<file path="src/hw/rab_cfg_pkg.sv">
package rab_cfg_pkg;

  // AXI4-Lite side
  localparam int unsigned AXI_DATA_WIDTH = 64;
  localparam int unsigned AXI_ADDR_WIDTH = 32;
  localparam int unsigned AXI_STRB_WIDTH = AXI_DATA_WIDTH / 8;
  localparam logic [1:0]  AXI_RESP_OKAY  = 2'b00;

  // L1 register bank, 4 slices of 4 registers
  localparam int unsigned N_REGS         = 16;
  localparam int unsigned ADDR_LSB       = 3;   // 64-bit registers
  localparam int unsigned ADDR_MSB       = 6;
  localparam int unsigned CFG_SPACE_SIZE = 128; // Bytes

  // Slice field widths
  localparam int unsigned ADDR_WIDTH_VIRT = 32;
  localparam int unsigned ADDR_WIDTH_PHYS = 40;
  localparam int unsigned N_FLAGS         = 4;

  // Miss handling
  localparam int unsigned MISS_META_WIDTH     = 10;
  localparam int unsigned MH_FIFO_DEPTH       = 8;
  localparam int unsigned MH_ADDR_FIFO_OFFSET = 0;
  localparam int unsigned MH_META_FIFO_OFFSET = 8;
  localparam int unsigned META_EMPTY_BIT      = 31;

  typedef logic [AXI_ADDR_WIDTH-1:0]    axi_addr_t;
  typedef logic [AXI_DATA_WIDTH-1:0]    axi_data_t;
  typedef logic [AXI_STRB_WIDTH-1:0]    axi_strb_t;
  typedef logic [ADDR_WIDTH_VIRT-1:0]   virt_addr_t;
  typedef logic [MISS_META_WIDTH-1:0]   miss_meta_t;
  typedef logic [ADDR_MSB-ADDR_LSB:0]   reg_idx_t;

  // Write side: address and data may arrive in either order
  typedef enum logic [1:0] {
    WR_IDLE,
    WR_ADDR, // Address held, waiting for data
    WR_DATA, // Data held, waiting for address
    WR_RESP
  } wr_state_e;

  typedef enum logic {
    RD_IDLE,
    RD_RESP
  } rd_state_e;

endpackage

</file>
<file path="src/hw/cfg_bus_if.sv">
`timescale 1ns/1ps

interface cfg_bus_if;
  import rab_cfg_pkg::*;

  // Write request, held stable while wr_en pulses
  logic      wr_en;
  axi_addr_t wr_addr;
  axi_data_t wr_data;
  axi_strb_t wr_strb;

  // Read request
  axi_addr_t rd_addr;
  logic      rd_pop;   // R handshake

  // Read return paths
  axi_data_t l1_rdata;
  logic      mh_hit;   // Address belongs to a miss FIFO
  axi_data_t mh_rdata;

  modport slave (
    output wr_en, wr_addr, wr_data, wr_strb, rd_addr, rd_pop,
    input  l1_rdata, mh_hit, mh_rdata
  );

  modport l1 (
    input  wr_en, wr_addr, wr_data, wr_strb, rd_addr,
    output l1_rdata
  );

  modport mh (
    input  wr_en, wr_addr, wr_data, wr_strb, rd_addr, rd_pop,
    output mh_hit, mh_rdata
  );

endinterface

</file>
<file path="src/hw/axi_lite_cfg_slave.sv">
`timescale 1ns/1ps

module axi_lite_cfg_slave (
  input  logic                   Clk_CI,
  input  logic                   Rst_RBI,
  input  rab_cfg_pkg::axi_addr_t s_axi_awaddr_i,
  input  logic                   s_axi_awvalid_i,
  output logic                   s_axi_awready_o,
  input  rab_cfg_pkg::axi_data_t s_axi_wdata_i,
  input  rab_cfg_pkg::axi_strb_t s_axi_wstrb_i,
  input  logic                   s_axi_wvalid_i,
  output logic                   s_axi_wready_o,
  output logic [1:0]             s_axi_bresp_o,
  output logic                   s_axi_bvalid_o,
  input  logic                   s_axi_bready_i,
  input  rab_cfg_pkg::axi_addr_t s_axi_araddr_i,
  input  logic                   s_axi_arvalid_i,
  output logic                   s_axi_arready_o,
  output rab_cfg_pkg::axi_data_t s_axi_rdata_o,
  output logic [1:0]             s_axi_rresp_o,
  output logic                   s_axi_rvalid_o,
  input  logic                   s_axi_rready_i,
  cfg_bus_if.slave               bus
);
  import rab_cfg_pkg::*;

  wr_state_e wr_state_q, wr_state_d;
  rd_state_e rd_state_q;
  logic      wr_en_q;
  axi_addr_t awaddr_q;
  axi_data_t wdata_q;
  axi_strb_t wstrb_q;
  axi_addr_t araddr_q;
  axi_data_t rdata_q;
  logic      aw_hs, w_hs, b_hs, ar_hs, r_hs;

  // Ready and valid come straight from the FSM states
  assign s_axi_awready_o = (wr_state_q == WR_IDLE) || (wr_state_q == WR_DATA);
  assign s_axi_wready_o  = (wr_state_q == WR_IDLE) || (wr_state_q == WR_ADDR);
  assign s_axi_bvalid_o  = (wr_state_q == WR_RESP);
  assign s_axi_bresp_o   = AXI_RESP_OKAY;
  assign s_axi_arready_o = (rd_state_q == RD_IDLE);
  assign s_axi_rvalid_o  = (rd_state_q == RD_RESP);
  assign s_axi_rresp_o   = AXI_RESP_OKAY;
  assign s_axi_rdata_o   = rdata_q;

  assign aw_hs = s_axi_awvalid_i && s_axi_awready_o;
  assign w_hs  = s_axi_wvalid_i && s_axi_wready_o;
  assign b_hs  = s_axi_bvalid_o && s_axi_bready_i;
  assign ar_hs = s_axi_arvalid_i && s_axi_arready_o;
  assign r_hs  = s_axi_rvalid_o && s_axi_rready_i;

  always_comb
  begin
    wr_state_d = wr_state_q;
    unique case (wr_state_q)
      WR_IDLE:
      begin
        if (aw_hs && w_hs)
          wr_state_d = WR_RESP;
        else if (aw_hs)
          wr_state_d = WR_ADDR;
        else if (w_hs)
          wr_state_d = WR_DATA;
      end
      WR_ADDR: if (w_hs) wr_state_d = WR_RESP;
      WR_DATA: if (aw_hs) wr_state_d = WR_RESP;
      WR_RESP: if (b_hs) wr_state_d = WR_IDLE;
      default: wr_state_d = WR_IDLE;
    endcase
  end

  always_ff @(posedge Clk_CI or negedge Rst_RBI)
  begin
    if (!Rst_RBI)
    begin
      wr_state_q <= WR_IDLE;
      wr_en_q    <= 1'b0;
      rd_state_q <= RD_IDLE;
    end
    else
    begin
      wr_state_q <= wr_state_d;
      wr_en_q    <= (wr_state_d == WR_RESP) && (wr_state_q != WR_RESP); // Once per write
      if (ar_hs)
        rd_state_q <= RD_RESP;
      else if (r_hs)
        rd_state_q <= RD_IDLE;
    end
  end

  always_ff @(posedge Clk_CI)
  begin
    if (aw_hs)
      awaddr_q <= s_axi_awaddr_i;
    if (w_hs)
    begin
      wdata_q <= s_axi_wdata_i;
      wstrb_q <= s_axi_wstrb_i;
    end
    if (ar_hs)
    begin
      araddr_q <= s_axi_araddr_i;
      rdata_q  <= bus.mh_hit ? bus.mh_rdata : bus.l1_rdata; // Frozen until R handshake
    end
  end

  assign bus.wr_en   = wr_en_q;
  assign bus.wr_addr = awaddr_q;
  assign bus.wr_data = wdata_q;
  assign bus.wr_strb = wstrb_q;

  // While idle the targets decode the incoming address so data can be sampled on AR
  assign bus.rd_addr = (rd_state_q == RD_IDLE) ? s_axi_araddr_i : araddr_q;

  // A FIFO that filled up after AR no longer matches the returned empty word
  assign bus.rd_pop = r_hs && (bus.mh_rdata == rdata_q);

  assert property (@(posedge Clk_CI) disable iff (!Rst_RBI)
    s_axi_bvalid_o && !s_axi_bready_i |=> s_axi_bvalid_o)
    else $error("bvalid dropped before bready");

  assert property (@(posedge Clk_CI) disable iff (!Rst_RBI)
    s_axi_rvalid_o && !s_axi_rready_i |=> s_axi_rvalid_o && $stable(s_axi_rdata_o))
    else $error("rvalid or rdata changed before rready");

endmodule

</file>
<file path="src/hw/l1_cfg_regs.sv">
`timescale 1ns/1ps

module l1_cfg_regs (
  input  logic                                               Clk_CI,
  input  logic                                               Rst_RBI,
  cfg_bus_if.l1                                              bus,
  output rab_cfg_pkg::axi_data_t [rab_cfg_pkg::N_REGS-1:0]   l1_cfg_o
);
  import rab_cfg_pkg::*;

  axi_data_t regs_q [N_REGS];
  reg_idx_t  wr_idx;
  reg_idx_t  rd_idx;
  logic      wr_hit;
  axi_data_t strb_mask;
  axi_data_t rd_reg;

  // Valid bits of a register, by kind in the low two index bits
  function automatic axi_data_t kind_mask(reg_idx_t idx);
    axi_data_t mask;
    if (!idx[1])
      mask = axi_data_t'({ADDR_WIDTH_VIRT{1'b1}});   // Virtual start or end
    else if (!idx[0])
      mask = axi_data_t'({ADDR_WIDTH_PHYS{1'b1}});   // Physical address
    else
      mask = axi_data_t'({N_FLAGS{1'b1}});           // Flags
    return mask;
  endfunction

  assign wr_idx = bus.wr_addr[ADDR_MSB:ADDR_LSB];
  assign wr_hit = bus.wr_en && (bus.wr_addr < axi_addr_t'(CFG_SPACE_SIZE));

  // Expand byte strobes to a bit mask
  always_comb
  begin
    for (int b = 0; b < AXI_STRB_WIDTH; b++)
    begin
      strb_mask[b*8 +: 8] = {8{bus.wr_strb[b]}};
    end
  end

  always_ff @(posedge Clk_CI or negedge Rst_RBI)
  begin
    if (!Rst_RBI)
    begin
      regs_q <= '{default: '0};
    end
    else if (wr_hit)
    begin
      // Bits outside the kind's width are cleared on every write
      regs_q[wr_idx] <= ((regs_q[wr_idx] & ~strb_mask) | (bus.wr_data & strb_mask))
                        & kind_mask(wr_idx);
    end
  end

  always_comb
  begin
    for (int r = 0; r < N_REGS; r++)
    begin
      l1_cfg_o[r] = regs_q[r] & kind_mask(reg_idx_t'(r));
    end
  end

  assign rd_idx = bus.rd_addr[ADDR_MSB:ADDR_LSB];
  assign rd_reg = l1_cfg_o[rd_idx];

  // Bit 2 selects the upper word for 32-bit masters
  assign bus.l1_rdata = bus.rd_addr[ADDR_LSB-1]
                      ? axi_data_t'(rd_reg[AXI_DATA_WIDTH-1:AXI_DATA_WIDTH/2])
                      : rd_reg;

endmodule

</file>
<file path="src/hw/mh_fifo.sv">
`timescale 1ns/1ps

module mh_fifo #(
  parameter int unsigned DATA_WIDTH = 32,
  parameter int unsigned DEPTH      = 8
) (
  input  logic                  Clk_CI,
  input  logic                  Rst_RBI,
  input  logic                  push_i,
  input  logic [DATA_WIDTH-1:0] data_i,
  input  logic                  pop_i,
  output logic [DATA_WIDTH-1:0] data_o,
  output logic                  empty_o,
  output logic                  full_o
);

  logic [DATA_WIDTH-1:0]      mem_q [DEPTH];
  logic [$clog2(DEPTH)-1:0]   wr_ptr_q;
  logic [$clog2(DEPTH)-1:0]   rd_ptr_q;
  logic [$clog2(DEPTH+1)-1:0] count_q;

  assign empty_o = (count_q == '0);
  assign full_o  = (int'(count_q) == DEPTH);
  assign data_o  = empty_o ? '0 : mem_q[rd_ptr_q]; // Head, zero when empty

  always_ff @(posedge Clk_CI)
  begin
    if (push_i)
      mem_q[wr_ptr_q] <= data_i;
  end

  always_ff @(posedge Clk_CI or negedge Rst_RBI)
  begin
    if (!Rst_RBI)
    begin
      wr_ptr_q <= '0;
      rd_ptr_q <= '0;
      count_q  <= '0;
    end
    else
    begin
      if (push_i)
        wr_ptr_q <= (int'(wr_ptr_q) == DEPTH - 1) ? '0 : wr_ptr_q + 1'b1;
      if (pop_i)
        rd_ptr_q <= (int'(rd_ptr_q) == DEPTH - 1) ? '0 : rd_ptr_q + 1'b1;
      // Simultaneous push and pop keep the count
      if (push_i && !pop_i)
        count_q <= count_q + 1'b1;
      else if (pop_i && !push_i)
        count_q <= count_q - 1'b1;
    end
  end

  // Callers must gate push and pop with the flags
  assert property (@(posedge Clk_CI) disable iff (!Rst_RBI) push_i |-> !full_o)
    else $error("push into full FIFO");

  assert property (@(posedge Clk_CI) disable iff (!Rst_RBI) pop_i |-> !empty_o)
    else $error("pop from empty FIFO");

endmodule

</file>
<file path="src/hw/miss_handler.sv">
`timescale 1ns/1ps

module miss_handler (
  input  logic                    Clk_CI,
  input  logic                    Rst_RBI,
  cfg_bus_if.mh                   bus,
  input  rab_cfg_pkg::virt_addr_t miss_addr_i,
  input  rab_cfg_pkg::miss_meta_t miss_meta_i,
  input  logic                    miss_i,
  output logic                    mh_fifo_full_o
);
  import rab_cfg_pkg::*;

  logic       addr_wr_hit, meta_wr_hit;
  logic       addr_rd_hit, meta_rd_hit;
  logic       addr_push, meta_push;
  logic       addr_pop, meta_pop;
  virt_addr_t addr_din, addr_dout;
  miss_meta_t meta_din, meta_dout;
  logic       addr_full, addr_empty;
  logic       meta_full, meta_empty;

  assign addr_wr_hit = bus.wr_en && (bus.wr_addr == axi_addr_t'(MH_ADDR_FIFO_OFFSET));
  assign meta_wr_hit = bus.wr_en && (bus.wr_addr == axi_addr_t'(MH_META_FIFO_OFFSET));

  // Miss has priority, a coinciding AXI push is lost
  assign addr_push = miss_i || addr_wr_hit;
  assign addr_din  = miss_i ? miss_addr_i : bus.wr_data[ADDR_WIDTH_VIRT-1:0];
  assign meta_push = miss_i || meta_wr_hit;
  assign meta_din  = miss_i ? miss_meta_i : bus.wr_data[MISS_META_WIDTH-1:0];

  assign mh_fifo_full_o = (addr_push && addr_full) || (meta_push && meta_full);

  assign addr_rd_hit = (bus.rd_addr == axi_addr_t'(MH_ADDR_FIFO_OFFSET));
  assign meta_rd_hit = (bus.rd_addr == axi_addr_t'(MH_META_FIFO_OFFSET));
  assign bus.mh_hit  = addr_rd_hit || meta_rd_hit;

  assign addr_pop = bus.rd_pop && addr_rd_hit && !addr_empty;
  assign meta_pop = bus.rd_pop && meta_rd_hit && !meta_empty;

  always_comb
  begin
    bus.mh_rdata = '0;
    if (addr_rd_hit)
    begin
      bus.mh_rdata[ADDR_WIDTH_VIRT-1:0] = addr_dout;
    end
    else if (meta_rd_hit)
    begin
      bus.mh_rdata[META_EMPTY_BIT]      = meta_empty; // Lets software poll
      bus.mh_rdata[MISS_META_WIDTH-1:0] = meta_dout;
    end
  end

  mh_fifo #(
    .DATA_WIDTH ( ADDR_WIDTH_VIRT ),
    .DEPTH      ( MH_FIFO_DEPTH   )
  ) u_addr_fifo (
    .Clk_CI  ( Clk_CI                  ),
    .Rst_RBI ( Rst_RBI                 ),
    .push_i  ( addr_push && !addr_full ),
    .data_i  ( addr_din                ),
    .pop_i   ( addr_pop                ),
    .data_o  ( addr_dout               ),
    .empty_o ( addr_empty              ),
    .full_o  ( addr_full               )
  );

  mh_fifo #(
    .DATA_WIDTH ( MISS_META_WIDTH ),
    .DEPTH      ( MH_FIFO_DEPTH   )
  ) u_meta_fifo (
    .Clk_CI  ( Clk_CI                  ),
    .Rst_RBI ( Rst_RBI                 ),
    .push_i  ( meta_push && !meta_full ),
    .data_i  ( meta_din                ),
    .pop_i   ( meta_pop                ),
    .data_o  ( meta_dout               ),
    .empty_o ( meta_empty              ),
    .full_o  ( meta_full               )
  );

endmodule

</file>
<file path="src/hw/rab_cfg_top.sv">
`timescale 1ns/1ps

module rab_cfg_top (
  input  logic                                             Clk_CI,
  input  logic                                             Rst_RBI,
  input  rab_cfg_pkg::axi_addr_t                           s_axi_awaddr_i,
  input  logic                                             s_axi_awvalid_i,
  output logic                                             s_axi_awready_o,
  input  rab_cfg_pkg::axi_data_t                           s_axi_wdata_i,
  input  rab_cfg_pkg::axi_strb_t                           s_axi_wstrb_i,
  input  logic                                             s_axi_wvalid_i,
  output logic                                             s_axi_wready_o,
  output logic [1:0]                                       s_axi_bresp_o,
  output logic                                             s_axi_bvalid_o,
  input  logic                                             s_axi_bready_i,
  input  rab_cfg_pkg::axi_addr_t                           s_axi_araddr_i,
  input  logic                                             s_axi_arvalid_i,
  output logic                                             s_axi_arready_o,
  output rab_cfg_pkg::axi_data_t                           s_axi_rdata_o,
  output logic [1:0]                                       s_axi_rresp_o,
  output logic                                             s_axi_rvalid_o,
  input  logic                                             s_axi_rready_i,
  output rab_cfg_pkg::axi_data_t [rab_cfg_pkg::N_REGS-1:0] l1_cfg_o,
  input  rab_cfg_pkg::virt_addr_t                          miss_addr_i,
  input  rab_cfg_pkg::miss_meta_t                          miss_meta_i,
  input  logic                                             miss_i,
  output logic                                             mh_fifo_full_o
);

  cfg_bus_if u_bus ();

  axi_lite_cfg_slave u_slave (
    .Clk_CI          ( Clk_CI          ),
    .Rst_RBI         ( Rst_RBI         ),
    .s_axi_awaddr_i  ( s_axi_awaddr_i  ),
    .s_axi_awvalid_i ( s_axi_awvalid_i ),
    .s_axi_awready_o ( s_axi_awready_o ),
    .s_axi_wdata_i   ( s_axi_wdata_i   ),
    .s_axi_wstrb_i   ( s_axi_wstrb_i   ),
    .s_axi_wvalid_i  ( s_axi_wvalid_i  ),
    .s_axi_wready_o  ( s_axi_wready_o  ),
    .s_axi_bresp_o   ( s_axi_bresp_o   ),
    .s_axi_bvalid_o  ( s_axi_bvalid_o  ),
    .s_axi_bready_i  ( s_axi_bready_i  ),
    .s_axi_araddr_i  ( s_axi_araddr_i  ),
    .s_axi_arvalid_i ( s_axi_arvalid_i ),
    .s_axi_arready_o ( s_axi_arready_o ),
    .s_axi_rdata_o   ( s_axi_rdata_o   ),
    .s_axi_rresp_o   ( s_axi_rresp_o   ),
    .s_axi_rvalid_o  ( s_axi_rvalid_o  ),
    .s_axi_rready_i  ( s_axi_rready_i  ),
    .bus             ( u_bus.slave     )
  );

  l1_cfg_regs u_l1_cfg_regs (
    .Clk_CI   ( Clk_CI   ),
    .Rst_RBI  ( Rst_RBI  ),
    .bus      ( u_bus.l1 ),
    .l1_cfg_o ( l1_cfg_o )
  );

  miss_handler u_miss_handler (
    .Clk_CI         ( Clk_CI         ),
    .Rst_RBI        ( Rst_RBI        ),
    .bus            ( u_bus.mh       ),
    .miss_addr_i    ( miss_addr_i    ),
    .miss_meta_i    ( miss_meta_i    ),
    .miss_i         ( miss_i         ),
    .mh_fifo_full_o ( mh_fifo_full_o )
  );

endmodule

</file>
<file path="config.mk">
export PLATFORM = sky130hd
export DESIGN_NAME = rab_cfg_top
export DESIGN_NICKNAME = d
export VERILOG_FILES = /design/src/hw/rab_cfg_pkg.sv /design/src/hw/cfg_bus_if.sv /design/src/hw/axi_lite_cfg_slave.sv /design/src/hw/l1_cfg_regs.sv /design/src/hw/mh_fifo.sv /design/src/hw/miss_handler.sv /design/src/hw/rab_cfg_top.sv
export SDC_FILE = /design/constraint.sdc
export NUM_CORES = 2
export LEC_CHECK = 0
export BUFFER_PORTS_ARGS = -buffer_cell sky130_fd_sc_hd__buf_2
export CORE_AREA = 4 4 496 498
export CTS_BUF_LIST = sky130_fd_sc_hd__clkbuf_4
export DETAILED_ROUTE_END_ITERATION = 10
export DIE_AREA = 0 0 500 502
export HOLD_SLACK_MARGIN = 0.05
export SETUP_SLACK_MARGIN = 0.2
export SYNTH_ARGS = -nofsm -noshare
export SYNTH_HDL_FRONTEND = slang
export SYNTH_SLANG_ARGS = --single-unit
</file>
<file path="constraint.sdc">
create_clock -name Clk_CI -period 6.7 [get_ports Clk_CI]
set_input_delay 1.005 -clock Clk_CI [delete_from_list [all_inputs] [get_ports Clk_CI]]
set_output_delay 1.005 -clock Clk_CI [all_outputs]
set_load 0.02 [all_outputs]
</file>
==> summary.txt <==
Power and ir drop
  – Final total power: 17.21 mW
  – Leakage power: 29.72 nW
  – Cell Pwr Density: 257.1 nW/µm²
  – Peak ir drop on the vdd network: between 0.0002 and 0.00025 V

Setup path
  – CP dominant cell by count: sky130_fd_sc_hd__buf_4
  – Critical-path cell list: buf_4 > mux2i_4 > o41ai_4 > buf_4 > a2111oi_2 > buf_4 > o21a_1 > o2111ai_1 > o31a_1 > nor4_1 > nand4_1 > or3b_2 > ha_1 > inv_1 > ha_1 > a21o_1 > a21oi_1 > xnor2_1 > nor2_1 > xor2_1
  – Critical path's slowest cell: sky130_fd_sc_hd__or3b_2
  – Worst flop-to-flop path endpoint: u_miss_handler.u_addr_fifo.count_q[3]$_DFFE_PN0P_
  – Crit Path Max Fanout: 15
  – Crit. End Element: flip-flop
  – WP data arrival: 6690 ps
  – Highest cell delay on the worst timing path: 580 ps
  – Critical path start-end classification: flip-flop to flip-flop
  – Depth of the most critical reg-to-reg path: 20
  – Reg-to-reg startpoint: u_slave.s_axi_rvalid_o$_DFFE_PN0P_
  – FF-to-FF setup slack: 1170 ps
  – Required time reported for the critical path endpoint: slightly below 8000 ps
  – Startpoint type of the worst setup path: flip-flop

Die
  – Starting density of the core: 0.2477
  – Count of boundary I/O pins: 1284
  – Count of standard-cell rows: 181
  – Die width: 500 µm
  – Area of the core: 242100 µm²
  – Chip Height: about 500 µm
  – Die outline area: between 200000 and 300000 µm²

Clock network
  – Maximum level of the CTS H-tree: 5
  – Maximum clock insertion buffer count: 4
  – Clock-pin slew reported for the worst setup and hold paths after clock tree synthesis: 70 ps
  – Clock network latency to the later pin of the worst-skew pair: 1410 ps
  – Sinks on the clock net: about 1100
  – Clock tree from TritonCTS: yes
  – Inserted Clock Buffers: 331
  – Count of cells resized by post-cts repair: 0
  – Clock root buffer: sky130_fd_sc_hd__clkbuf_4
  – Post-CTS setup buffers: 0

Route
  – Pre-antenna DRT Iters: 6
  – Post-route DRC violation count: 0
  – Detailed-route vias per instance: 4.592
  – Antenna Nets Post-Route: 0
  – Detailed-route wire length: 229600 µm
  – Number of DRC violations after detailed-routing iteration 0: around 3200
  – Routed wirelength normalized by instance count: 26.86 µm
  – Number of vias after detailed routing: a little under 40000

Yosys
  – Largest family of logic cells by synthesized area: multiplexers
  – Fraction of the mapped netlist area in compound gates: 0.03132
  – Most used flip-flop cell after synthesis: sky130_fd_sc_hd__dfrtp_1
  – Proportion of synthesized chip area in sequential cells: 0.5200
  – Mapped cell area: 59960 µm²
  – Post-synthesis share of cell area spent on full adders, half adders and majority gates: 0.003589
  – Synthesized-area fraction occupied by xor and xnor cells: 0.002629
  – Number of synthesized flops with an enable pin: 485
  – Syn Inst Count: 4612
  – Yosys warning total: 0
  – Synth cell types: 72
  – Synthesized area divided by synthesized cell count: 13.00 µm²
  – Portion of netlist area occupied by mux cells: 0.2108
  – Proportion of register bits with asynchronous set or reset after synthesis: 0.5779
  – Synth Area in Simple Gates: 0.08107
  – Number of synthesized register bits: 1149

Worst hold path
  – Worst hold-check path type: primary input to flip-flop
  – Endpoint of the worst hold path: u_miss_handler.u_meta_fifo.mem_q[1][2]$_DFFE_PP_
  – Count of cells along the worst hold path: 3
  – Hold Path Origin: miss_meta_i[2]

Timing
  – Setup violations, final: 0
  – Post-layout min period: around 5500 ps
  – Actual slew at the worst max-slew pin: 1254 ps
  – Number of slew-limit violations in the final report: 0
  – Unrepaired setup endpoints after global routing: no
  – Share of the clock period used by the worst path after layout: 0.8256
  – Worst-case clock skew: 200.6 ps
  – Final total negative setup slack: 0 ps
  – Highest clock rate: 180.8 MHz
  – Hold Violations, Final: 0
  – Post-route worst hold slack: between 200 and 250 ps
  – Worst max-slew margin expressed relative to the limit: 0.1401

Placed design
  – Cell area after placement: 61620 µm²
  – DP HPWL: 162200 µm
  – IO buf count: between 600 and 700
  – Global placer's final weighted congestion: 0.8715
  – Number of placed instances with taps included: around 7800

Final layout
  – Fraction of layout cells with a size suffix above 1: 0.3755
  – Cell Count, Final, Fillers Out: 8548
  – Number of nets in the layout: 5314
  – Design area: 66960 µm²
  – Layout-stage area growth over the synthesis result: 11.67%

Global route
  – Vias in the first global route: 38848
  – Number of antenna violations at the first check in global routing: 40
  – First-pass GRT wire length: 312700 µm
  – Total global routing track utilization: 0.1766
  – GR Overflow Total: 0
  – Pin count of the biggest net entering global routing: 172

Run
  – Max Cap Viol: 0

Status
  – Result of the run: finished clean
[routing by layer]
metal / share of wire / wire [µm] / up-vias / global-route usage
met5: 0.00031 / 71 / - / 0
met2: 0.45 / 103100 / 2420 / 0.2675
met3: 0.11 / 25140 / 487 / 0.06630
met4: 0.061 / 13910 / 12 / 0.1023
li1: - / - / 16097 / -
met1: 0.38 / 87410 / 20237 / 0.2151
[registers in the layout, summed over array words and instances, names as in the netlist, 4 cells and up]
signal                              cells
u_l1_cfg_regs.l1_cfg_o                432
u_miss_handler.u_addr_fifo.mem_q      256
u_l1_cfg_regs.regs_q                  208
u_miss_handler.u_meta_fifo.mem_q       80
u_slave.bus.wr_data                    40
u_slave.s_axi_rdata_o                  40
u_slave.araddr_q                       32
u_slave.bus.wr_addr                    32
u_slave.bus.wr_strb                     5
u_miss_handler.u_addr_fifo.count_q      4
u_miss_handler.u_meta_fifo.count_q      4
[cell families after synthesis]
kind of cell,after synthesis
fa+ha+maj,16
other cells,1
compound gates,293
xor+xnor,18
simple gates,992
flops,1149
mux,811
buf+inv,1332
[cell type report]
type | instances | area [µm²]
fill | 24894 | 175100
sequential | 1149 | 31190
multi-input combinational | 2750 | 22370
timing repair buffer | 864 | 5388
tap | 3202 | 4006
clock buffer | 483 | 3626
clock inverter | 64 | 272.8
inverter | 16 | 60.06
antenna | 20 | 50.05
[metrics by stage]
| stage | util | setup slack (ps) |
|---|---|---|
| 3_3_place_gp | 0.2545 | 820.0 |
| 2_1_floorplan | - | 517.5 |
| 4_1_cts | 0.2764 | 1171 |
| 5_1_grt | 0.2765 | 906.2 |
| 6_report | 0.2766 | 1168 |
| 3_5_place_dp | 0.2545 | 892.9 |
[critical path, delay by kind of cell (launching register included)]
family	cells	cell delay [ps]
buffers and inverters	4	940
adders and majority gates	2	480
AOI/OAI and AO/OA	7	1420
xor gates and xnor gates	2	280
DFF	1	540
muxes	1	500
and+or+nand+nor	4	1240
[cell usage in the layout, fill, tap and decap left out, types with 12 or more instances in the layout]
cell type                         n
sky130_fd_sc_hd__and3_1          12
sky130_fd_sc_hd__o22ai_1         32
sky130_fd_sc_hd__clkinv_1        40
sky130_fd_sc_hd__nand3_1        157
sky130_fd_sc_hd__nor4_1          23
sky130_fd_sc_hd__dfrtp_1        660
sky130_fd_sc_hd__mux2i_1         94
sky130_fd_sc_hd__nor2_1          75
sky130_fd_sc_hd__o211ai_1        15
sky130_fd_sc_hd__a31oi_1         16
sky130_fd_sc_hd__mux4_2         313
sky130_fd_sc_hd__clkinv_2        16
sky130_fd_sc_hd__clkbuf_4       483
sky130_fd_sc_hd__and2_1         210
sky130_fd_sc_hd__buf_2          635
sky130_fd_sc_hd__edfxtp_1       485
sky130_fd_sc_hd__conb_1         620
sky130_fd_sc_hd__diode_2         20
sky130_fd_sc_hd__inv_1           16
sky130_fd_sc_hd__nand2_1        403
sky130_fd_sc_hd__mux2_2         383
sky130_fd_sc_hd__dlygate4sd3_1  138
sky130_fd_sc_hd__buf_4           79
sky130_fd_sc_hd__a21oi_1         58
sky130_fd_sc_hd__nand2b_1        17
sky130_fd_sc_hd__o21ai_0         88
sky130_fd_sc_hd__a22o_1          25
sky130_fd_sc_hd__ha_1            14
[synth_stat cells, types with 15 or more instances]
cell                          n  area (µm²)
sky130_fd_sc_hd__dfrtp_1    664       16620
sky130_fd_sc_hd__mux4_2     313        7049
sky130_fd_sc_hd__nor4_1      26       162.7
sky130_fd_sc_hd__mux2_2     386        4347
sky130_fd_sc_hd__buf_1       41       153.9
sky130_fd_sc_hd__a31oi_1     16       100.1
sky130_fd_sc_hd__buf_4     1057        7935
sky130_fd_sc_hd__a21oi_1     58       290.3
sky130_fd_sc_hd__o21ai_0     88       440.4
sky130_fd_sc_hd__buf_2       15       75.07
sky130_fd_sc_hd__a22o_1      25       219.0
sky130_fd_sc_hd__nor3_1      15       75.07
sky130_fd_sc_hd__nor2_1      78       292.8
sky130_fd_sc_hd__edfxtp_1   485       14560
sky130_fd_sc_hd__and2_1     211        1320
sky130_fd_sc_hd__o211ai_1    15       112.6
sky130_fd_sc_hd__mux2i_1     98       980.9
sky130_fd_sc_hd__clkbuf_1   198       743.2
sky130_fd_sc_hd__o22ai_1     32       200.2
sky130_fd_sc_hd__nand3_1    157       785.8
sky130_fd_sc_hd__nand2_1    419        1573
sky130_fd_sc_hd__nand2b_1    17       106.4
sky130_fd_sc_hd__inv_1       16       60.06
[repair_timing]
| action | 4_1_cts | 5_1_grt |
|---|---|---|
| setup endpoints to repair | 0 | 0 |
| hold buffers | 138 | 0 |
| hold endpoints to repair | 361 | 0 |
[how the worst max path moves through the flow]
stage | from | to | cells after the start
finish | u_slave.s_axi_rvalid_o$_DFFE_PN0P_ | u_miss_handler.u_addr_fifo.count_q[3]$_DFFE_PN0P_ | 20
global route | u_slave.s_axi_rvalid_o$_DFFE_PN0P_ | u_miss_handler.u_addr_fifo.count_q[3]$_DFFE_PN0P_ | 20
CTS | u_slave.s_axi_rvalid_o$_DFFE_PN0P_ | u_miss_handler.u_addr_fifo.count_q[3]$_DFFE_PN0P_ | 20
detailed placement | s_axi_araddr_i[8] | u_miss_handler.u_addr_fifo.count_q[3]$_DFFE_PN0P_ | 20
global placement | s_axi_araddr_i[8] | u_miss_handler.u_addr_fifo.count_q[3]$_DFFE_PN0P_ | 20
floorplan | u_slave.bus.wr_addr[5]$_DFFE_PP_ | u_miss_handler.u_addr_fifo.mem_q[2][0]$_DFFE_PP_ | 7
[power by group]
group	internal (mW)	switching, mW	total [mW]
registers	7.88	0.321	8.20
clock network	3.28	3.08	6.36
logic	0.723	1.93	2.65
total	11.9	5.33	17.2
Note: power is estimated with default switching activity, not from simulation.
